File: src/rtl/obj_pkg.sv
/*
 * object line engine shared definitions
 * table sizes, pixel format, draw request and drawer states
 */
package obj_pkg;

    // object table, 1024 entries of four 16-bit words
    localparam int TABLE_AW = 10;
    localparam int HOST_AW  = 12;   // entry index plus word select

    // hdump value that kicks off the table walk for the next line
    localparam logic [8:0] SCAN_START = 9'h1d0;

    // line buffer pixel, priority/palette/colour
    localparam int PIX_W = 12;
    localparam logic [PIX_W-1:0] PIX_EMPTY = '1;

    // graphics memory, bank/code/row in, one 16-pixel row out
    localparam int ROM_AW = 22;
    localparam int ROM_DW = 64;     // pixel 0 in the low nibble

    // one object table entry as read by the scanner
    typedef struct packed {
        logic [15:0] x;     // [15:13] priority
        logic [15:0] y;     // [15] end marker, [14:13] bank
        logic [15:0] code;
        logic [15:0] attr;  // rows, columns, abs, flips, palette
    } obj_entry_t;

    // one tile row for the line drawer
    typedef struct packed {
        logic [15:0] code;
        logic [15:0] attr;  // {4'd0, tile row, attr low byte}
        logic [8:0]  hpos;  // already one pixel to the left
        logic [2:0]  prio;
        logic [1:0]  bank;
    } draw_req_t;

    typedef enum logic [1:0] {
        DRAW_IDLE,
        DRAW_FETCH,
        DRAW_PIXELS
    } draw_state_t;

endpackage
File: src/rtl/obj_line_drawer.sv
/*
 * line drawer
 * fetches one tile row from graphics memory and writes its opaque pixels
 */
`timescale 1ns/10ps

module obj_line_drawer (
    input  logic                       clk,
    input  logic                       rst,
    input  logic                       dr_start,
    input  obj_pkg::draw_req_t         dr,
    output logic                       dr_idle,
    output logic                       rom_cs,
    output logic [obj_pkg::ROM_AW-1:0] rom_addr,
    input  logic                       rom_ok,
    input  logic [obj_pkg::ROM_DW-1:0] rom_data,
    output logic                       buf_we,
    output logic [8:0]                 buf_addr,
    output logic [obj_pkg::PIX_W-1:0]  buf_data
);

    obj_pkg::draw_state_t       state;
    obj_pkg::draw_req_t         req;
    logic [obj_pkg::ROM_DW-1:0] row;
    logic [3:0]                 cnt;    // buffer offset from hpos
    logic [3:0]                 col;    // pixel taken from the row
    logic [3:0]                 colour;

    assign dr_idle = state == obj_pkg::DRAW_IDLE;

    // hflip reads the row from the far end
    assign col    = req.attr[5] ? ~cnt : cnt;
    assign colour = row[{col, 2'b00} +: 4];

    assign buf_we   = state == obj_pkg::DRAW_PIXELS && colour != 4'hf;  // 15 is clear
    assign buf_addr = req.hpos + {5'd0, cnt};
    assign buf_data = {req.prio, req.attr[4:0], colour};

    always_ff @(posedge clk or posedge rst) begin
        if (rst) begin
            state    <= obj_pkg::DRAW_IDLE;
            rom_cs   <= 1'b0;
            rom_addr <= '0;
            cnt      <= '0;
        end else begin
            case (state)
                obj_pkg::DRAW_IDLE: begin
                    if (dr_start) begin
                        state    <= obj_pkg::DRAW_FETCH;
                        rom_cs   <= 1'b1;
                        rom_addr <= {dr.bank, dr.code, dr.attr[11:8]};
                    end
                end
                obj_pkg::DRAW_FETCH: begin
                    if (rom_ok) begin
                        state  <= obj_pkg::DRAW_PIXELS;
                        rom_cs <= 1'b0;
                        cnt    <= '0;
                    end
                end
                obj_pkg::DRAW_PIXELS: begin
                    cnt <= cnt + 4'd1;
                    if (&cnt) begin
                        state <= obj_pkg::DRAW_IDLE;    // idle again after 16 writes
                    end
                end
                default: state <= obj_pkg::DRAW_IDLE;
            endcase
        end
    end

    always_ff @(posedge clk) begin
        if (state == obj_pkg::DRAW_IDLE && dr_start) begin
            req <= dr;
        end
        if (state == obj_pkg::DRAW_FETCH && rom_ok) begin
            row <= rom_data;
        end
    end

    // scanner must wait for idle before each request
    a_start_idle: assert property (@(posedge clk) disable iff (rst)
        dr_start |-> state == obj_pkg::DRAW_IDLE);

endmodule

File: config.mk
export PLATFORM = sky130hd
export DESIGN_NAME = obj_line_drawer
export DESIGN_NICKNAME = d
export VERILOG_FILES = /design/src/rtl/obj_pkg.sv /design/src/rtl/obj_line_drawer.sv
export SDC_FILE = /design/constraint.sdc
export NUM_CORES = 1
export LEC_CHECK = 0
export ABC_CLOCK_PERIOD_IN_PS = 6700
export BUFFER_PORTS_ARGS = -buffer_cell sky130_fd_sc_hd__buf_2
export CAP_MARGIN = 15
export CORE_ASPECT_RATIO = 1.4
export CORE_MARGIN = 2
export CORE_UTILIZATION = 25
export CTS_BUF_LIST = sky130_fd_sc_hd__clkbuf_4 sky130_fd_sc_hd__clkbuf_8
export DETAILED_ROUTE_END_ITERATION = 8
export GPL_TIMING_DRIVEN = 0
export PLACE_DENSITY_LB_ADDON = 0.2
export SETUP_SLACK_MARGIN = 0.2
export SLEW_MARGIN = 0
export SYNTH_ARGS = -nofsm -noshare
export SYNTH_HDL_FRONTEND = slang
export SYNTH_SLANG_ARGS = --single-unit
File: constraint.sdc
create_clock -name clk -period 6.7 [get_ports clk]
set_clock_uncertainty 0.1 [all_clocks]
set_input_delay 1.34 -clock clk [delete_from_list [all_inputs] [get_ports clk]]
set_output_delay 1.34 -clock clk [all_outputs]
set_load 0.03 [all_outputs]
==> impl_metrics.ini <==
[yosys]
ys_seq_area_share_pct = 63.4
syn_nets = 484
synth_edf_count = 82
syn-mean-instance-area_um2 = 13.8
ys_ff_latch = 111
yosys_warnings = 0
syn_area_um2 = 5030
synth_top_flop_cell = edfxtp_1
async_flop_share_pct = 26.1
ys_types = 50
syn_inst = 364

[finish]
regArea_um2 = 3190
antenna_cells = 0
fin_util_pct = 32.4
multi_input_area_um2 = 1650
fin_nets = 651
drive_gt1_share_pct = 41.2
stdcell_area_um2 = 6410
fill_cells = 1975
final_cells = 788
syn2layout_area_growth_pct = 27.6

[worst_setup_path]
slowest_stage = a2111oi_0
start_kind = flop
required_ns = 5.26
critPathMostFrequentCell = buf_2
critPathMaxFanout = 10
slowest_delay_ns = 0.81
critPathKind = flop to primary output
critPathArrivalTime_ns = 3.51
cp-end-kind = primary output
path_cells = buf_2 -> buf_1 -> o21ai_0 -> a2111oi_0 -> a211oi_1 -> a31oi_1 -> buf_2

[status]
status = completed

[power_and_ir_drop]
clockPowerShare_pct = 17.0
p_comb_share_pct = 43.6
power_mw = 2.57
p_per_area_nw_per_um2 = 401
sw_frac_of_total_pct = 41.5
leakage_nw = 2.52
p_seq_share_pct = 39.4
p_int_mw = 1.50
ir_drop_mv = 0.144
total_switching_power_mw = 1.07

[clock_network]
cts_tree = done
clk_latency_ns = 0.39
cts_resized = 0
cts.sinks = 111
htreeDepth = 3
path_clk_slew_ns = 0.11
cts-root-buf = clkbuf_8
cts_setup_buffers = 0
ctsHoldBuffers = 0
cts_buffers = 9
cts_max_path_buffers = 2

[grt]
gr-total-overflow = 0
antenna_found_initial = 0
grt_max_degree = 30
grt_util_all_layers_pct = 13.1
grt_pass1_wl_um = 20600
grt_pass1_vias = 3827

[place]
placed_area_um2 = 6170
io_buffer_count = 153
place_ws_ns = 2.25
gp_congestion = 0.770
dpl.hpwl_um = 10500
placed_cells = 771

[drt]
drt_wl_total_um = 13800
drc_errors = 0
dr.first_iter.drc_count = 287
vias = 3764
drt-wirelength-per-cell_um = 17.5
antenna_left = 0
drt_first_pass_iters = 5
viasPerCell = 4.78

[timing]
period_needed_ns = 4.95
fin_crit_sh_pct = 73.9
final.setup.tns_ns = 0
rsz0062_at_grt = false
finalHoldWorstSlack_ns = 0.409
worst-slew-pin-transition_ns = 0.842
fin_ws_ns = 1.75
fmax_mhz = 202
slew_headroom_pct = 42.4
drv_slew = 0
setup_violations = 0
final_hold_viol_count = 0

[floorplan]
core_um2 = 19800
dieHeight_um = 172
io_pins = 160
initial_utilization_pct = 25.4
die_x_um = 124
die_area_um2 = 21300
floorplan.rows = 61

[run]
maxCapViolCount = 0

[min_path]
hold_class = flop to flop
-- cells in the final DEF (no fill, tap or decap), types with 6 or more instances in the layout --
cell	count
nor3_1	6
mux2_2	22
mux2i_1	10
nor2_1	14
nor2b_1	6
nand2_1	13
a22oi_1	7
o21ai_0	6
buf_2	162
xnor2_1	7
o221ai_1	23
buf_4	9
a221oi_1	6
clkbuf_8	9
o22ai_1	11
a21oi_1	15
inv_1	8
dfrtp_1	29
edfxtp_1	82
clkbuf_1	7
-- power groups by stage --
stage                     Combinational, mW  Sequential [mW]  Clock [mW]
after floorplan                       0.634             1.16           0
after global placement                 1.08             1.04           0
after detailed placement               1.12             1.03           0
after CTS                              1.13             1.02       0.457
after global routing                   1.20             1.04       0.478
final                                  1.12             1.01       0.436
-- layer usage --
metal / global-route usage [%] / share of wire, %
met5: 0 / 0
met4: 5.39 / 2.0
met3: 2.42 / 3.9
met2: 23.8 / 55
met1: 14.8 / 39
-- cell families (layout without fill, tap and decap cells) --
family	after synthesis	after routing	share of synthesized area, %
compound gates	96	96	14.0
xor+xnor	12	12	2.09
fa+ha+maj	6	6	1.64
buf+inv	39	211	3.96
flops	111	111	63.4
mux	34	34	7.81
simple gates	66	66	7.04
-- worst max-delay path, delay by kind of cell, from the launching register on --
kind | cells | cell delay [ns]
AOI/OAI and AO/OA | 4 | 1.55
buffers and inverters | 3 | 1.02
DFF | 1 | 0.55
-- registers in the layout (all words and copies together), names as in the netlist --
signal    cells
row          64
rom_addr     22
req          10
buf_data      8
cnt           4
state         2
rom_cs        1
-- cell usage after synthesis (all sizes together), types with 8 or more instances --
cell type / n / area share [%]
inv: 8 / 0.60
a21oi: 15 / 1.5
dfrtp: 29 / 14
mux2i: 10 / 2.0
edfxtp: 82 / 49
buf: 23 / 2.8
o22ai: 11 / 1.4
mux2: 22 / 4.9
nor2: 15 / 1.1
clkbuf: 8 / 0.60
nand2: 13 / 0.97
o221ai: 23 / 4.0
-- final cells by class --
class,count,area share [%]
clock buffers,9,1.93
plain buffers,31,2.65
clock inverters,7,1.40
multi-input cells,214,25.7
flip-flops and latches,111,49.7
inverters,8,0.468
repair buffers,156,13.2
well taps,252,4.92
-- worst paths after layout --
kind / from / end / slack [ns] / depth (start not counted)
max: cnt[1] / buf_we / 1.75 / 7
min: rom_addr[21] / rom_addr[21] / 0.41 / 1
max reg2reg: state[1] / rom_addr[11] / 4.31 / 6
min reg2reg: rom_addr[21] / rom_addr[21] / 0.41 / 1
max in group asynchronous: rst / rom_addr[14] / 5.33 / 3
min in group asynchronous: rst / rom_addr[10] / 0.74 / 2
(Power assumes the default switching activity.)
