<file path="config.mk">
export PLATFORM = sky130hd
export DESIGN_NAME = obj_scan
export DESIGN_NICKNAME = d
export VERILOG_FILES = /design/src/rtl/obj_pkg.sv /design/src/rtl/obj_scan.sv /design/src/rtl/obj_tile_match.sv
export SDC_FILE = /design/constraint.sdc
export NUM_CORES = 1
export LEC_CHECK = 0
export ABC_AREA = 1
export BUFFER_PORTS_ARGS = -buffer_cell sky130_fd_sc_hd__buf_4
export CORE_MARGIN = 2
export CORE_UTILIZATION = 45
export CTS_CLUSTER_DIAMETER = 120
export DETAILED_ROUTE_END_ITERATION = 10
export GPL_ROUTABILITY_DRIVEN = 0
export PLACE_DENSITY = 0.75
export SLEW_MARGIN = 20
export SYNTH_ARGS = -nofsm -noshare
export SYNTH_HDL_FRONTEND = slang
export SYNTH_SLANG_ARGS = --single-unit
</file>
<file path="constraint.sdc">
create_clock -name clk -period 11.1 [get_ports clk]
set_clock_uncertainty 0.1 [all_clocks]
set_input_delay 0.555 -clock clk [delete_from_list [all_inputs] [get_ports clk]]
set_output_delay 0.555 -clock clk [all_outputs]
set_load 0.02 [all_outputs]
</file>
<file path="src/rtl/obj_pkg.sv">
/*
 * object line engine shared definitions
 * table sizes, pixel format, draw request and drawer states
 */
package obj_pkg;

    // object table, 1024 entries of four 16-bit words
    localparam int TABLE_AW = 10;
    localparam int HOST_AW  = 12;   // entry index plus word select

    // hdump value that kicks off the table walk for the next line
    localparam logic [8:0] SCAN_START = 9'h1d0;

    // line buffer pixel, priority/palette/colour
    localparam int PIX_W = 12;
    localparam logic [PIX_W-1:0] PIX_EMPTY = '1;

    // graphics memory, bank/code/row in, one 16-pixel row out
    localparam int ROM_AW = 22;
    localparam int ROM_DW = 64;     // pixel 0 in the low nibble

    // one object table entry as read by the scanner
    typedef struct packed {
        logic [15:0] x;     // [15:13] priority
        logic [15:0] y;     // [15] end marker, [14:13] bank
        logic [15:0] code;
        logic [15:0] attr;  // rows, columns, abs, flips, palette
    } obj_entry_t;

    // one tile row for the line drawer
    typedef struct packed {
        logic [15:0] code;
        logic [15:0] attr;  // {4'd0, tile row, attr low byte}
        logic [8:0]  hpos;  // already one pixel to the left
        logic [2:0]  prio;
        logic [1:0]  bank;
    } draw_req_t;

    typedef enum logic [1:0] {
        DRAW_IDLE,
        DRAW_FETCH,
        DRAW_PIXELS
    } draw_state_t;

endpackage
</file>
<file path="src/rtl/obj_scan.sv">
/*
 * object table scanner
 * walks the table once per line and issues one draw request per visible tile
 */
`timescale 1ns/10ps

module obj_scan (
    input  logic                         clk,
    input  logic                         rst,
    input  logic                         flip,
    input  logic [8:0]                   vrender1,
    input  logic [8:0]                   hdump,
    output logic                         line,
    input  logic [9:0]                   off_x,
    input  logic [9:0]                   off_y,
    output logic [obj_pkg::TABLE_AW-1:0] table_addr,
    input  obj_pkg::obj_entry_t          entry,
    output logic                         dr_start,
    input  logic                         dr_idle,
    output obj_pkg::draw_req_t           dr
);

    logic       start;
    logic       start_q;
    logic       scan_go;
    logic       first;      // cycle where the table address restarts
    logic       done;
    logic [8:0] vrenderf;
    logic [obj_pkg::TABLE_AW-1:0] addr_q;   // address behind entry
    logic       s2_valid;
    logic       s2_end;

    logic        st3_valid;
    logic [9:0]  st3_x;
    logic [9:0]  st3_y;
    logic [15:0] st3_code;
    logic [15:0] st3_attr;
    logic [2:0]  st3_prio;
    logic [1:0]  st3_bank;

    logic        st4_valid;
    logic [9:0]  st4_x;
    logic [9:0]  st4_y;
    logic [15:0] st4_code;
    logic [15:0] st4_attr;
    logic [2:0]  st4_prio;
    logic [1:0]  st4_bank;
    logic [3:0]  st4_vsub;

    logic        tm_cen;
    logic [15:0] tm_code;
    logic [15:0] tm_attr;
    logic [9:0]  tm_y;
    logic [4:0]  tm_col;
    logic        inzone;
    logic [15:0] code_mn;

    logic [4:0]  n;         // column held in the tile match
    logic [9:0]  col_off;   // x step of that column
    logic [9:0]  effx;
    logic        live4;
    logic        ready;
    logic        col_step;
    logic        issue;
    logic        stall;
    logic        last_drstart;

    assign start   = hdump == obj_pkg::SCAN_START;
    assign scan_go = start && !start_q;

    assign s2_valid = !done && !first;
    assign s2_end   = entry.y[15] || entry.attr[15:8] == 8'hff || &addr_q;

    assign effx     = st4_x + col_off;
    assign live4    = inzone && st4_valid;
    assign ready    = dr_idle && !dr_start && !last_drstart;
    assign col_step = live4 && (effx[9] || ready);  // off-screen columns just step
    assign issue    = live4 && !effx[9] && ready;
    assign stall    = live4 || dr_start || last_drstart;

    // the entry only moves on when stage 2 takes it
    always_comb begin
        if (first) begin
            table_addr = '0;
        end else if (stall || done) begin
            table_addr = addr_q;
        end else begin
            table_addr = addr_q + 1'b1;
        end
    end

    // stalled: next column of the stage 4 object, else the new object
    assign tm_cen  = !stall || col_step;
    assign tm_code = stall ? st4_code : st3_code;
    assign tm_attr = stall ? st4_attr : st3_attr;
    assign tm_y    = stall ? st4_y : st3_y;
    assign tm_col  = stall ? n + 5'd1 : 5'd0;

    obj_tile_match u_tile_match (
        .clk      (clk),
        .rst      (rst),
        .cen      (tm_cen),
        .obj_code (tm_code),
        .tile_m   (tm_attr[15:12]),
        .tile_n   (tm_attr[11:8]),
        .n        (tm_col),
        .vflip    (tm_attr[6]),
        .vrenderf (vrenderf),
        .obj_y    (tm_y),
        .vsub     (st4_vsub),
        .inzone   (inzone),
        .code_mn  (code_mn)
    );

    always_ff @(posedge clk or posedge rst) begin
        if (rst) begin
            start_q      <= 1'b0;
            first        <= 1'b0;
            done         <= 1'b1;
            line         <= 1'b0;
            vrenderf     <= '0;
            addr_q       <= '0;
            st3_valid    <= 1'b0;
            st4_valid    <= 1'b0;
            n            <= '0;
            col_off      <= '0;
            dr_start     <= 1'b0;
            last_drstart <= 1'b0;
        end else begin
            start_q      <= start;
            first        <= scan_go;
            addr_q       <= table_addr;
            dr_start     <= issue;
            last_drstart <= dr_start;
            if (scan_go) begin
                line     <= ~line;
                vrenderf <= vrender1 ^ {1'b0, {8{flip}}};
                done     <= 1'b0;
            end else if (!stall && s2_valid && s2_end) begin
                done <= 1'b1;
            end
            if (!stall) begin
                st3_valid <= s2_valid && !s2_end;
                st4_valid <= st3_valid;
                n         <= '0;
                col_off   <= '0;
            end else if (col_step) begin
                n       <= n + 5'd1;
                col_off <= st4_attr[5] ? col_off - 10'd16 : col_off + 10'd16;  // hflip
            end
        end
    end

    always_ff @(posedge clk) begin
        if (!stall && s2_valid) begin
            st3_code <= entry.code;
            st3_attr <= entry.attr;
            st3_x    <= entry.x[9:0] + 10'h40 - (entry.attr[7] ? 10'd0 : off_x);
            st3_y    <= entry.y[9:0] + 10'h10 - (entry.attr[7] ? 10'd0 : off_y);
            st3_prio <= entry.x[15:13];
            st3_bank <= entry.y[14:13];
        end
        if (!stall) begin
            st4_code <= st3_code;
            st4_attr <= st3_attr;
            st4_x    <= st3_x;
            st4_y    <= st3_y;
            st4_prio <= st3_prio;
            st4_bank <= st3_bank;
        end
        if (issue) begin
            dr.code <= code_mn;
            dr.attr <= {4'd0, st4_vsub, st4_attr[7:0]};
            dr.hpos <= effx[8:0] - 9'd1;
            dr.prio <= st4_prio;
            dr.bank <= st4_bank;
        end
    end

    // one pulse per request, and the drawer has left idle right after it
    a_start_gap: assert property (@(posedge clk) disable iff (rst)
        dr_start |=> !dr_start && !dr_idle);

    // the walk of the previous line is over before the next one starts
    a_scan_done: assert property (@(posedge clk) disable iff (rst)
        scan_go |-> done && !st4_valid);

endmodule

</file>
<file path="src/rtl/obj_tile_match.sv">
/*
 * tile match for one object at one tile column
 * vertical zone test, tile row and adjusted tile code
 */
`timescale 1ns/10ps

module obj_tile_match (
    input  logic        clk,
    input  logic        rst,
    input  logic        cen,
    input  logic [15:0] obj_code,
    input  logic [3:0]  tile_m,
    input  logic [3:0]  tile_n,
    input  logic [4:0]  n,
    input  logic        vflip,
    input  logic [8:0]  vrenderf,
    input  logic [9:0]  obj_y,
    output logic [3:0]  vsub,
    output logic        inzone,
    output logic [15:0] code_mn
);

    logic [9:0] dy;         // line minus object top, mod 1024
    logic [3:0] row;
    logic       row_hit;
    logic       col_hit;

    assign dy      = {1'b0, vrenderf} - obj_y;
    assign row_hit = (dy[9:8] == 2'd0) && (dy[7:4] <= tile_m);
    assign col_hit = n <= {1'b0, tile_n};   // past the last column drops out
    assign row     = vflip ? tile_m - dy[7:4] : dy[7:4];

    always_ff @(posedge clk or posedge rst) begin
        if (rst) begin
            inzone <= 1'b0;
        end else if (cen) begin
            inzone <= row_hit && col_hit;
        end
    end

    // each nibble wraps on its own
    always_ff @(posedge clk) begin
        if (cen) begin
            vsub    <= dy[3:0] ^ {4{vflip}};
            code_mn <= {obj_code[15:8], obj_code[7:4] + row, obj_code[3:0] + n[3:0]};
        end
    end

endmodule

</file>
==> impl_results.md, run 1 <==
* Status: finished, final reports clean
* Synth area leaders: edfxtp_1, dfrtp_1, ha_1
* Hold Path Class: in2async
* Post-CTS Setup Repair Bufs at 0
* Predominant post-synthesis flop cell: edfxtp_1
* Area Growth Syn to Fin at 21.7%
* Crit. End Element: register
* Post-synth EDFFs at 141
* Post-Syn Area at 9780 sq um
* Port bufs at 153
* Netlist cell types at 48
* Async SR Flop Fraction at 18.1%
* Leading area contributor after synthesis: edfxtp_1
* Sw Pwr at 498 uW
* Most frequent cell after synthesis: nand2_1
* Post-synth top cells: nand2_1, edfxtp_1, inv_1, ha_1, nor2_1
* Final ANT Viol Nets at 0
* Vias in the first global route at 6249
* Pint at 1490 uW
* Clock transition at path regs at 60 ps
* Die Wd at 151 um
* R2R setup slack at 5630 ps
* Residual overflow from global routing at 0
* Sequential power share at 50.0%
* First DRT Iteration DRCs at 327
* CTS tree: built
* CORE AREA at 21200 sq um
* Synth Warn # at 0
* Final instance area at 11900 sq um
* Drt wl/cell at 13.5 um
* Num rows at 53
* Required time worst endpoint at 11250 ps
* Worst r2r src: u_tile_match.inzone
* Layout net count at 1210
* Max_cap viols at 0
* Initial antenna violation count at 0
* Pin count of the biggest net entering global routing at 64
* Clock power share at 34.0%
* CP arrival at 5620 ps
* Area after DPL at 11200 sq um
* Post-synth top area share at 43.3%
* Fin crit period at 5470 ps
* Overall power at 1980 uW
* Initial Util at 46.2%
* Post-Place Worst Slack at 5710 ps
* Mapped Cells at 863
* Total Neg Setup Slack at 0 ps
* H-tree levels at 1
* First-pass GRT wire length at 29.2 mm
* CTS Buf Count at 22
* Vias after detailed routing at 6269
* Slew Limit Headroom at 46.9%
* Seq/Total Area, Yosys at 60.4%
* Logic pwr share at 16.0%
* IO Pins at 164
* Worst setup SP type: register
* Ant diodes at 0
* Worst vdd ir at 0.0814 mV
* Clk sinks at 215
* DRC errors left at 0
* Total Routed Length at 17.7 mm
* Worst slew pin tran at 796 ps
* Pwr Density at 167 nW/um^2
* Final Non-Filler Cells at 1319
* Die ar. at 22900 sq um
* Final hold vios at 0
* Via density at 4.75
* Cts hold-fix bufs at 0
* Dpl hpwl at 12.6 mm
* Clk_lat worst skew at 500 ps
* Highest fanout seen on the critical path at 63
* GRT Overall Usage at 15.9%
* CTS Root Buffer Type: clkbuf_16
* Count of pins over their slew limit at 0
* Yosys reg bits at 215
* # setup viols final at 0
* Setup slack after layout at 5630 ps
* Clock buffer depth at 3
* Max Fclk at 183 MHz
* CTS resizes at 0
* Leakage Power at 0.00532 uW
* Syn Area/Cell at 11.3 sq um
* DRT Pass-1 Iters at 4
* Chip Height at 151 um
* R2R Path End: u_tile_match.code_mn[7]
* Switching Fraction at 25.1%
* Crit share post-route at 49.3%
* Layout cells sized above 1 at 22.6%
* R2R cell count at 24
* Placed cell count at 1279
* WS Path Type: reg2reg
* Unrepaired setup endpoints after global routing: false
==> flip-flops by register name, indices dropped and copies added, names as in the netlist, 3 cells and up <==
name                  flops
addr_q                   10
col_off                   6
dr                       42
n                         5
st3_attr                 16
st3_code                 16
st3_prio                  3
st3_x                    10
st3_y                    10
st4_attr                 16
st4_code                 16
st4_prio                  3
st4_x                    10
st4_y                    10
u_tile_match.code_mn     16
u_tile_match.vsub         4
vrenderf                  9
==> power groups by stage <==
stage               Combinational (uW)  Clock (uW)  Sequential, uW
finish                             317         674             991
CTS                                321         694             992
global placement                   309           0            1000
global route                       364         731             999
detailed placement                 317           0            1010
floorplan                          219           0            1000
==> worst max-delay path by stage <==
stage	start	to	slack [ps]	cells after the start
after floorplan	dr_start	u_tile_match.code_mn[7]	6240	26
after global placement	u_tile_match.inzone	u_tile_match.code_mn[7]	5820	24
after detailed placement	u_tile_match.inzone	u_tile_match.code_mn[7]	5710	24
after CTS	u_tile_match.inzone	u_tile_match.code_mn[7]	5600	24
after global routing	st4_valid	u_tile_match.code_mn[7]	5200	24
final	u_tile_match.inzone	u_tile_match.code_mn[7]	5630	24
==> critical path, cell delays in order, from the launching register on <==
cell and delay, ps:
dfrtp_1 380, nand2_2 120, nand2_4 410, inv_4 400, or2_2 390, o21ai_0 110, inv_1 120, fa_1 470
inv_1 70, nand3_1 80, nand2_2 90, xor2_1 290, ha_1 220, inv_1 70, fa_1 410, xnor2_1 160
o21ai_0 250, ha_1 320, nand2_1 80, nor2_1 40, a211oi_1 220, xor2_1 220, inv_1 60, nand2_1 60
nand2_1 60
==> per-layer routing <==
metal | share of wire (%) | global-route usage (%) | vias up
li1 | - | - | 3211
met1 | 43 | 20.0 | 2872
met2 | 50 | 27.8 | 157
met3 | 5.6 | 2.83 | 29
met4 | 2.2 | 4.77 | 0
met5 | 0 | 0 | -
==> metrics by stage <==
step                hold WS (ps)  util [%]
finish                      97.9      56.2
global placement             301      53.1
detailed placement           305      53.1
floorplan                    300         -
global route                 107      56.2
CTS                          106      56.2
==> kinds of logic (layout without fill, tap and decap cells) <==
| logic type | Yosys count | after routing | share of synthesized area (%) |
|---|---|---|---|
| other | 1 | 4 | 0.0383 |
| xor gates and xnor gates | 52 | 52 | 4.73 |
| adders and majority gates | 76 | 76 | 10.3 |
| buffers and inverters | 115 | 293 | 4.76 |
| AOI/OAI and AO/OA | 88 | 88 | 5.30 |
| DFF | 215 | 215 | 60.4 |
| and+or+nand+nor | 316 | 316 | 14.5 |
==> layout by cell type, fill, tap and decap left out, drive strengths merged, types with 2 or more instances in the layout <==
cell,n
xnor2,25
o21ai,47
buf,157
conb,4
nand2,187
a211oi,4
fa,7
dfxtp,35
nor4,2
o21bai,3
a21oi,28
ha,69
nor2,55
xor2,27
edfxtp,141
nor3,9
clkbuf,34
nor3b,2
dfrtp,38
nand3,34
a21boi,2
nand4,7
or2,17
nand3b,2
inv,96
clkinv,5
==> layout make-up <==
class / count / area, sq um
Sequential cell: 215 / 5910
Clock inverter: 6 / 28.8
Inverter: 96 / 365
Timing Repair Buffer: 157 / 1180
Clock buffer: 34 / 637
Multi-Input combinational cell: 536 / 3430
Tap cell: 275 / 344
Fill cell: 1797 / 9260
Power figures use the tool's default switching activity.
==> inputs of run 2 (changes only) <==
Settings changed: PLACE_DENSITY 0.75 to 0.78.
Clock period 11.1 ns to 4.65 ns, I/O delays scaled along.
==> run 2 against run 1 <==
Effect of this change: first-iteration DRC count fell by 12%; sequential power grew 140%; largest cell class unchanged; critical path type unchanged; largest power group unchanged; critical path depth unchanged; global-route usage is 0.72 points higher.
==> impl_results.md, run 2 (synthesis gave the netlist of run 1 again) <==
* Status: finished, final reports clean
* Clk sinks at 215
* Total Routed Length at 18.9 mm
* Area occupied by multi-input gates at 3450 sq um
* Most frequent cells in the layout: nand2_1, buf_4, edfxtp_1
* CORE AREA at 21200 sq um
* Initial antenna violation count at 0
* Slew Limit Headroom at 43.9%
* Crit. End Element: register
* Worst slew pin tran at 840 ps
* Count of pins over their slew limit at 0
* Chip Height at 151 um
* CP most frequent cell: inv_1
* Area after DPL at 11300 sq um
* Required time worst endpoint at 4810 ps
* WS Path Type: reg2reg
* Highest fanout seen on the critical path at 8
* Port bufs at 153
* CTS tree: built
* Final instance area at 12500 sq um
* Pin count of the biggest net entering global routing at 40
* Clock transition at path regs at 60 ps
* Initial Util at 46.2%
* Worst setup SP type: register
* Commonest non-fill, non-tap cell in the layout: nand2_1
* Vias in the first global route at 6459
* Pwr Density at 390 nW/um^2
* Register area at 5910 sq um
* CTS Buf Count at 22
* Total Neg Setup Slack at 0 ps
* Hold Path Class: in2reg
* Final ANT Viol Nets at 0
* Worst vdd ir at 0.156 mV
* Via density at 4.73
* Final hold vios at 0
* FILL cells at 1703
* # setup viols final at 0
* CP arrival at 4470 ps
* First DRT Iteration DRCs at 287
* Drt wl/cell at 13.7 um
* CP cell instances: nand2_2 > nand2_4 > inv_4 > or2_2 > o21ai_1 > inv_1 > fa_2 > inv_1 > nand3_1 > nand2_2 > xor2_2 > ha_1 > inv_1 > fa_1 > xnor2_1 > o21ai_1 > ha_1 > nand2_1 > nor2_1 > a211oi_2 > xor2_1 > inv_1 > nand2_1 > nand2_1
* R2R cell count at 24
* Layout net count at 1270
* First-pass GRT wire length at 30.4 mm
* H-tree levels at 1
* Critical-path top delay cell: fa_2
* Clk_lat worst skew at 490 ps
* Hold path cells at 5
* GRT Overall Usage at 16.6%
* Die Wd at 151 um
* Area Growth Syn to Fin at 28.3%
* Reg with most FFs: dr
* Dpl hpwl at 13.3 mm
* Vias after detailed routing at 6523
* Leakage Power at 0.00561 uW
* Ant diodes at 0
* CTS Root Buffer Type: clkbuf_16
* DRC errors left at 0
* Crit share post-route at 92.6%
* Layout cells sized above 1 at 22.4%
* IO Pins at 164
* DRT Pass-1 Iters at 4
* Crit path largest cell delay at 420 ps
* Clock buffer depth at 3
* Fin crit period at 4310 ps
* Max Fclk at 232 MHz
* Max_cap viols at 0
* Die ar. at 22900 sq um
* Num rows at 53
* Max reg flops at 42
* Residual overflow from global routing at 0
[run 2: cell types whose count changed in the layout (fill, tap and decap cells not counted), moves of 2 or more]
cell	before	now
dlygate4sd3_1	0	52
buf_4	157	163
bufinv_16	0	2
o21ai_0	35	33
o21ai_1	2	4
[run 2: power by group]
part | switching, uW | internal, uW
clock network | 678 | 1030
logic | 461 | 353
registers | 73.2 | 2290
[run 2: path summary, 6_finish.rpt]
check	start	to	slack (ps)
min reg2reg	u_tile_match.code_mn[3]	dr[33]	310
max reg2reg	st4_valid	u_tile_match.code_mn[7]	340
min in group asynchronous	rst	addr_q[5]	340
max in group asynchronous	rst	col_off[8]	3730
min	hdump[0]	done	40
max	st4_valid	u_tile_match.code_mn[7]	340
[run 2: critical path: cells and delay by family (launching register included)]
family	cells	cell delay (ps)
adders and majority gates	4	1340
and+or+nand+nor	9	940
xor gates and xnor gates	3	560
DFF	1	390
AOI/OAI and AO/OA	3	380
buffers and inverters	5	360
[run 2: layer usage]
layer | routed length [um] | up-vias | GRT usage, %
met5 | 0 | - | 0
met4 | 485 | 0 | 5.42
met3 | 902 | 35 | 2.35
met2 | 9450 | 155 | 29.8
met1 | 8030 | 3007 | 20.5
li1 | - | 3326 | -
[run 2: what timing repair did]
action	4_1_cts	5_1_grt
hold endpoints to repair	89	0
gates resized for setup	0	5
hold buffers	52	0
setup endpoints to repair	0	1
buffers inserted	0	4
[run 2: cell type report]
| cell class | instances | share of cell area, % |
|---|---|---|
| Clock buffer | 32 | 4.94 |
| Clock inverter | 8 | 0.678 |
| Inverter | 96 | 2.91 |
| Multi-Input combinational cell | 537 | 27.5 |
| Sequential cell | 215 | 47.1 |
| Tap cell | 275 | 2.74 |
| Timing Repair Buffer | 216 | 14.1 |
[run 2: metrics by stage]
stage                     hold slack [ps]  setup slack [ps]  cells  utilization (%)  total power [uW]
after floorplan                       203               123    866                -              2910
after global placement                300               295   1282             53.3              3140
after detailed placement              305              69.0   1282             53.3              3170
after CTS                            21.8              74.7   1374             59.1              4930
after global routing                 51.8             -2.08   1379             59.3              5140
final                                35.7               343   1379             59.3              4890
==> inputs of run 3 (changes only) <==
Settings changed: ABC_AREA 1 to default.
==> run 3 against run 2 <==
Effect of this change: the run now ends with setup timing left; fmax shrank 14%; flip-flop and latch count is the same; synthesized cell count shrank 9.5%; worst setup slack lost 720 ps; register-to-register slack lost 720 ps; critical endpoint is now u_tile_match.inzone.
==> impl_results.md, run 3 <==
* Layout cells sized above 1 at 25.2%
* Max Fclk at 199 MHz
* WS Path Type: reg2reg
* Multiplexer share of the synthesized area at 3.30%
* Hold Path Class: in2reg
* First-pass GRT wire length at 32.4 mm
* Unrepaired setup endpoints after global routing: true
* Leading area contributor after synthesis: edfxtp_1
* Post-synth EDFFs at 141
* Vias after detailed routing at 6579
* Clock transition at path regs at 60 ps
* CP most frequent cell: buf_4
* DRC errors left at 0
* R2R cell count at 30
* Failing checks: setup timing
* GRT Overall Usage at 17.0%
* Hold Startpoint: flip
* Highest fanout seen on the critical path at 5
* Seq/Total Area, Yosys at 59.9%
* Total Routed Length at 19.7 mm
* Post-synth top cells: edfxtp_1, nand2_1, ha_1, inv_1, xnor2_1
* Synth Warn # at 0
* Num rows at 54
* Crit path largest cell delay at 390 ps
* CORE AREA at 21700 sq um
* Pwr Density at 398 nW/um^2
* Clk sinks at 215
* Crit. End Element: register
* Post-synth top area share at 42.9%
* CTS tree: built
* R2R Path End: u_tile_match.inzone
* Netlist cell types at 66
* Clk_lat worst skew at 510 ps
* Die Wd at 152 um
* Placed cell count at 1225
* DRT Pass-1 Iters at 4
* Hold path cells at 3
* Required time worst endpoint at 4940 ps
* Simple-gate portion of the synthesized area at 9.63%
* Adder-Cell Fraction of Synth Area at 10.2%
* Count of pins over their slew limit at 0
* IO Pins at 164
* Ant diodes at 0
* Predominant post-synthesis flop cell: edfxtp_1
* CP arrival at 5320 ps
* Worst vdd ir at 0.263 mV
* Chip Height at 152 um
* Yosys reg bits at 215
* Max reg flops at 42
* XOR/XNOR Fraction of Synth Area at 6.38%
* Final ANT Viol Nets at 0
* Clock buffer depth at 3
* Total Neg Setup Slack at -706 ps
* Most frequent cell after synthesis: edfxtp_1
* Hold_ws at 17.2 ps
* Via density at 4.90
* Post-Syn Area at 9860 sq um
* Synth area leaders: edfxtp_1, dfrtp_1, ha_1
* Worst slew pin tran at 923 ps
* Port bufs at 153
* Mapped Cells at 781
* Syn Area/Cell at 12.6 sq um
* Area Growth Syn to Fin at 31.8%
* CTS Buf Count at 24
* Status: finished with violations
* Leakage Power at 0.00578 uW
* Die ar. at 23100 sq um
* Crit share post-route at 108%
* Worst setup SP type: register
* Compound-Gate Fraction of Synth Area at 7.35%
* Vias in the first global route at 6838
* CTS Root Buffer Type: clkbuf_16
* Critical-path top delay cell: dfrtp_1
* Layout net count at 1228
* Drt wl/cell at 14.7 um
* Setup slack after layout at -376 ps
* Slew Limit Headroom at 38.3%
* H-tree levels at 1
* Commonest non-fill, non-tap cell in the layout: buf_4
* Largest family of logic cells by synthesized area: adder cells
* Residual overflow from global routing at 0
* # setup viols final at 2
* Hold Path Sink: vrenderf[2]
* Final hold vios at 0
* Pin count of the biggest net entering global routing at 60
* Reg with most FFs: dr
* Max_cap viols at 0
* Dpl hpwl at 12.9 mm
* Worst r2r src: u_tile_match.inzone
* First DRT Iteration DRCs at 279
* R2R setup slack at -380 ps
* Final Non-Filler Cells at 1343
* Most frequent cells in the layout: buf_4, edfxtp_1, nand2_1
* Fin crit period at 5030 ps
* Initial Util at 45.5%
* Async SR Flop Fraction at 18.1%
* Initial antenna violation count at 0
## run 3: changes by cell type after synthesis, sizes merged, moves of 15 or more
cell    delta
inv       -39
mux2i     +20
nand2     -95
nand2b    +15
nand3     -24
nor2      -15
o21ai     -26
or2       -16
xnor2     +20
## run 3: layer usage
| metal | GRT usage (%) | vias to the layer above | part of all wire, % |
|---|---|---|---|
| met5 | 0 | - | 0 |
| met3 | 2.80 | 40 | 5.0 |
| met2 | 30.5 | 166 | 51 |
| met1 | 20.6 | 3092 | 42 |
| met4 | 5.96 | 0 | 2.8 |
| li1 | - | 3281 | - |
## run 3: final cells by class
cell class,instances,area (sq um)
Fill cell,1703,8690
Sequential cell,215,5910
Multi-Input combinational cell,492,3720
Timing Repair Buffer,256,2070
Clock buffer,32,631
Tap cell,280,350
Inverter,57,216
Clock inverter,11,91.3
## run 3: power by group
part	internal, uW	total, uW	leakage [uW]	switching (uW)
Sequential	2310	2410	0.00216	92.4
Combinational	513	1040	0.00327	529
Clock	1010	1730	0.000352	720
## run 3: worst max path at each step
stage                   startpoint                 endpoint  slack (ps)  cells after the start
2_1_floorplan             dr_start  u_tile_match.code_mn[7]        -800                     22
3_3_place_gp   u_tile_match.inzone  u_tile_match.code_mn[7]        -340                     20
3_5_place_dp   u_tile_match.inzone  u_tile_match.code_mn[7]        -550                     20
4_1_cts        u_tile_match.inzone  u_tile_match.code_mn[7]        -280                     20
5_1_grt        u_tile_match.inzone  u_tile_match.code_mn[7]        -540                     20
6_report       u_tile_match.inzone      u_tile_match.inzone        -380                     30
## run 3: metrics by stage
stage	cell area (sq um)	worst slack, ps	utilization [%]	total power [uW]
global placement	11500	-343	53.1	3330
global route	13000	-542	59.9	5450
finish	13000	-376	59.9	5180
detailed placement	11500	-553	53.1	3370
CTS	13000	-284	59.8	5220
floorplan	9880	-803	-	3050
## run 3: critical path, delay by kind of cell, from the launching register on
family                   cells  cell delay, ps
flip-flops                   1             390
adder cells (fa/ha/maj)      1             390
XOR/XNOR                     1             160
buffers and inverters       21            2530
AND/OR/NAND/NOR              2             220
multiplexers                 2             320
AO/OA/AOI/OAI                3             790
## run 3: cells by family after synthesis
logic type	count (synthesis)
flip-flops	215
AND/OR/NAND/NOR	205
AO/OA/AOI/OAI	107
buffers and inverters	77
adder cells (fa/ha/maj)	76
XOR/XNOR	71
multiplexers	29
other	1
## run 3: repair_timing
action | CTS | global route
setup buffers | 23 | 1
hold endpoints to repair | 86 | 0
gates cloned | 0 | 0
hold buffers | 51 | 0
pin swaps | 9 | 3
setup endpoints to repair | 1 | 2
gates resized for setup | 12 | 2
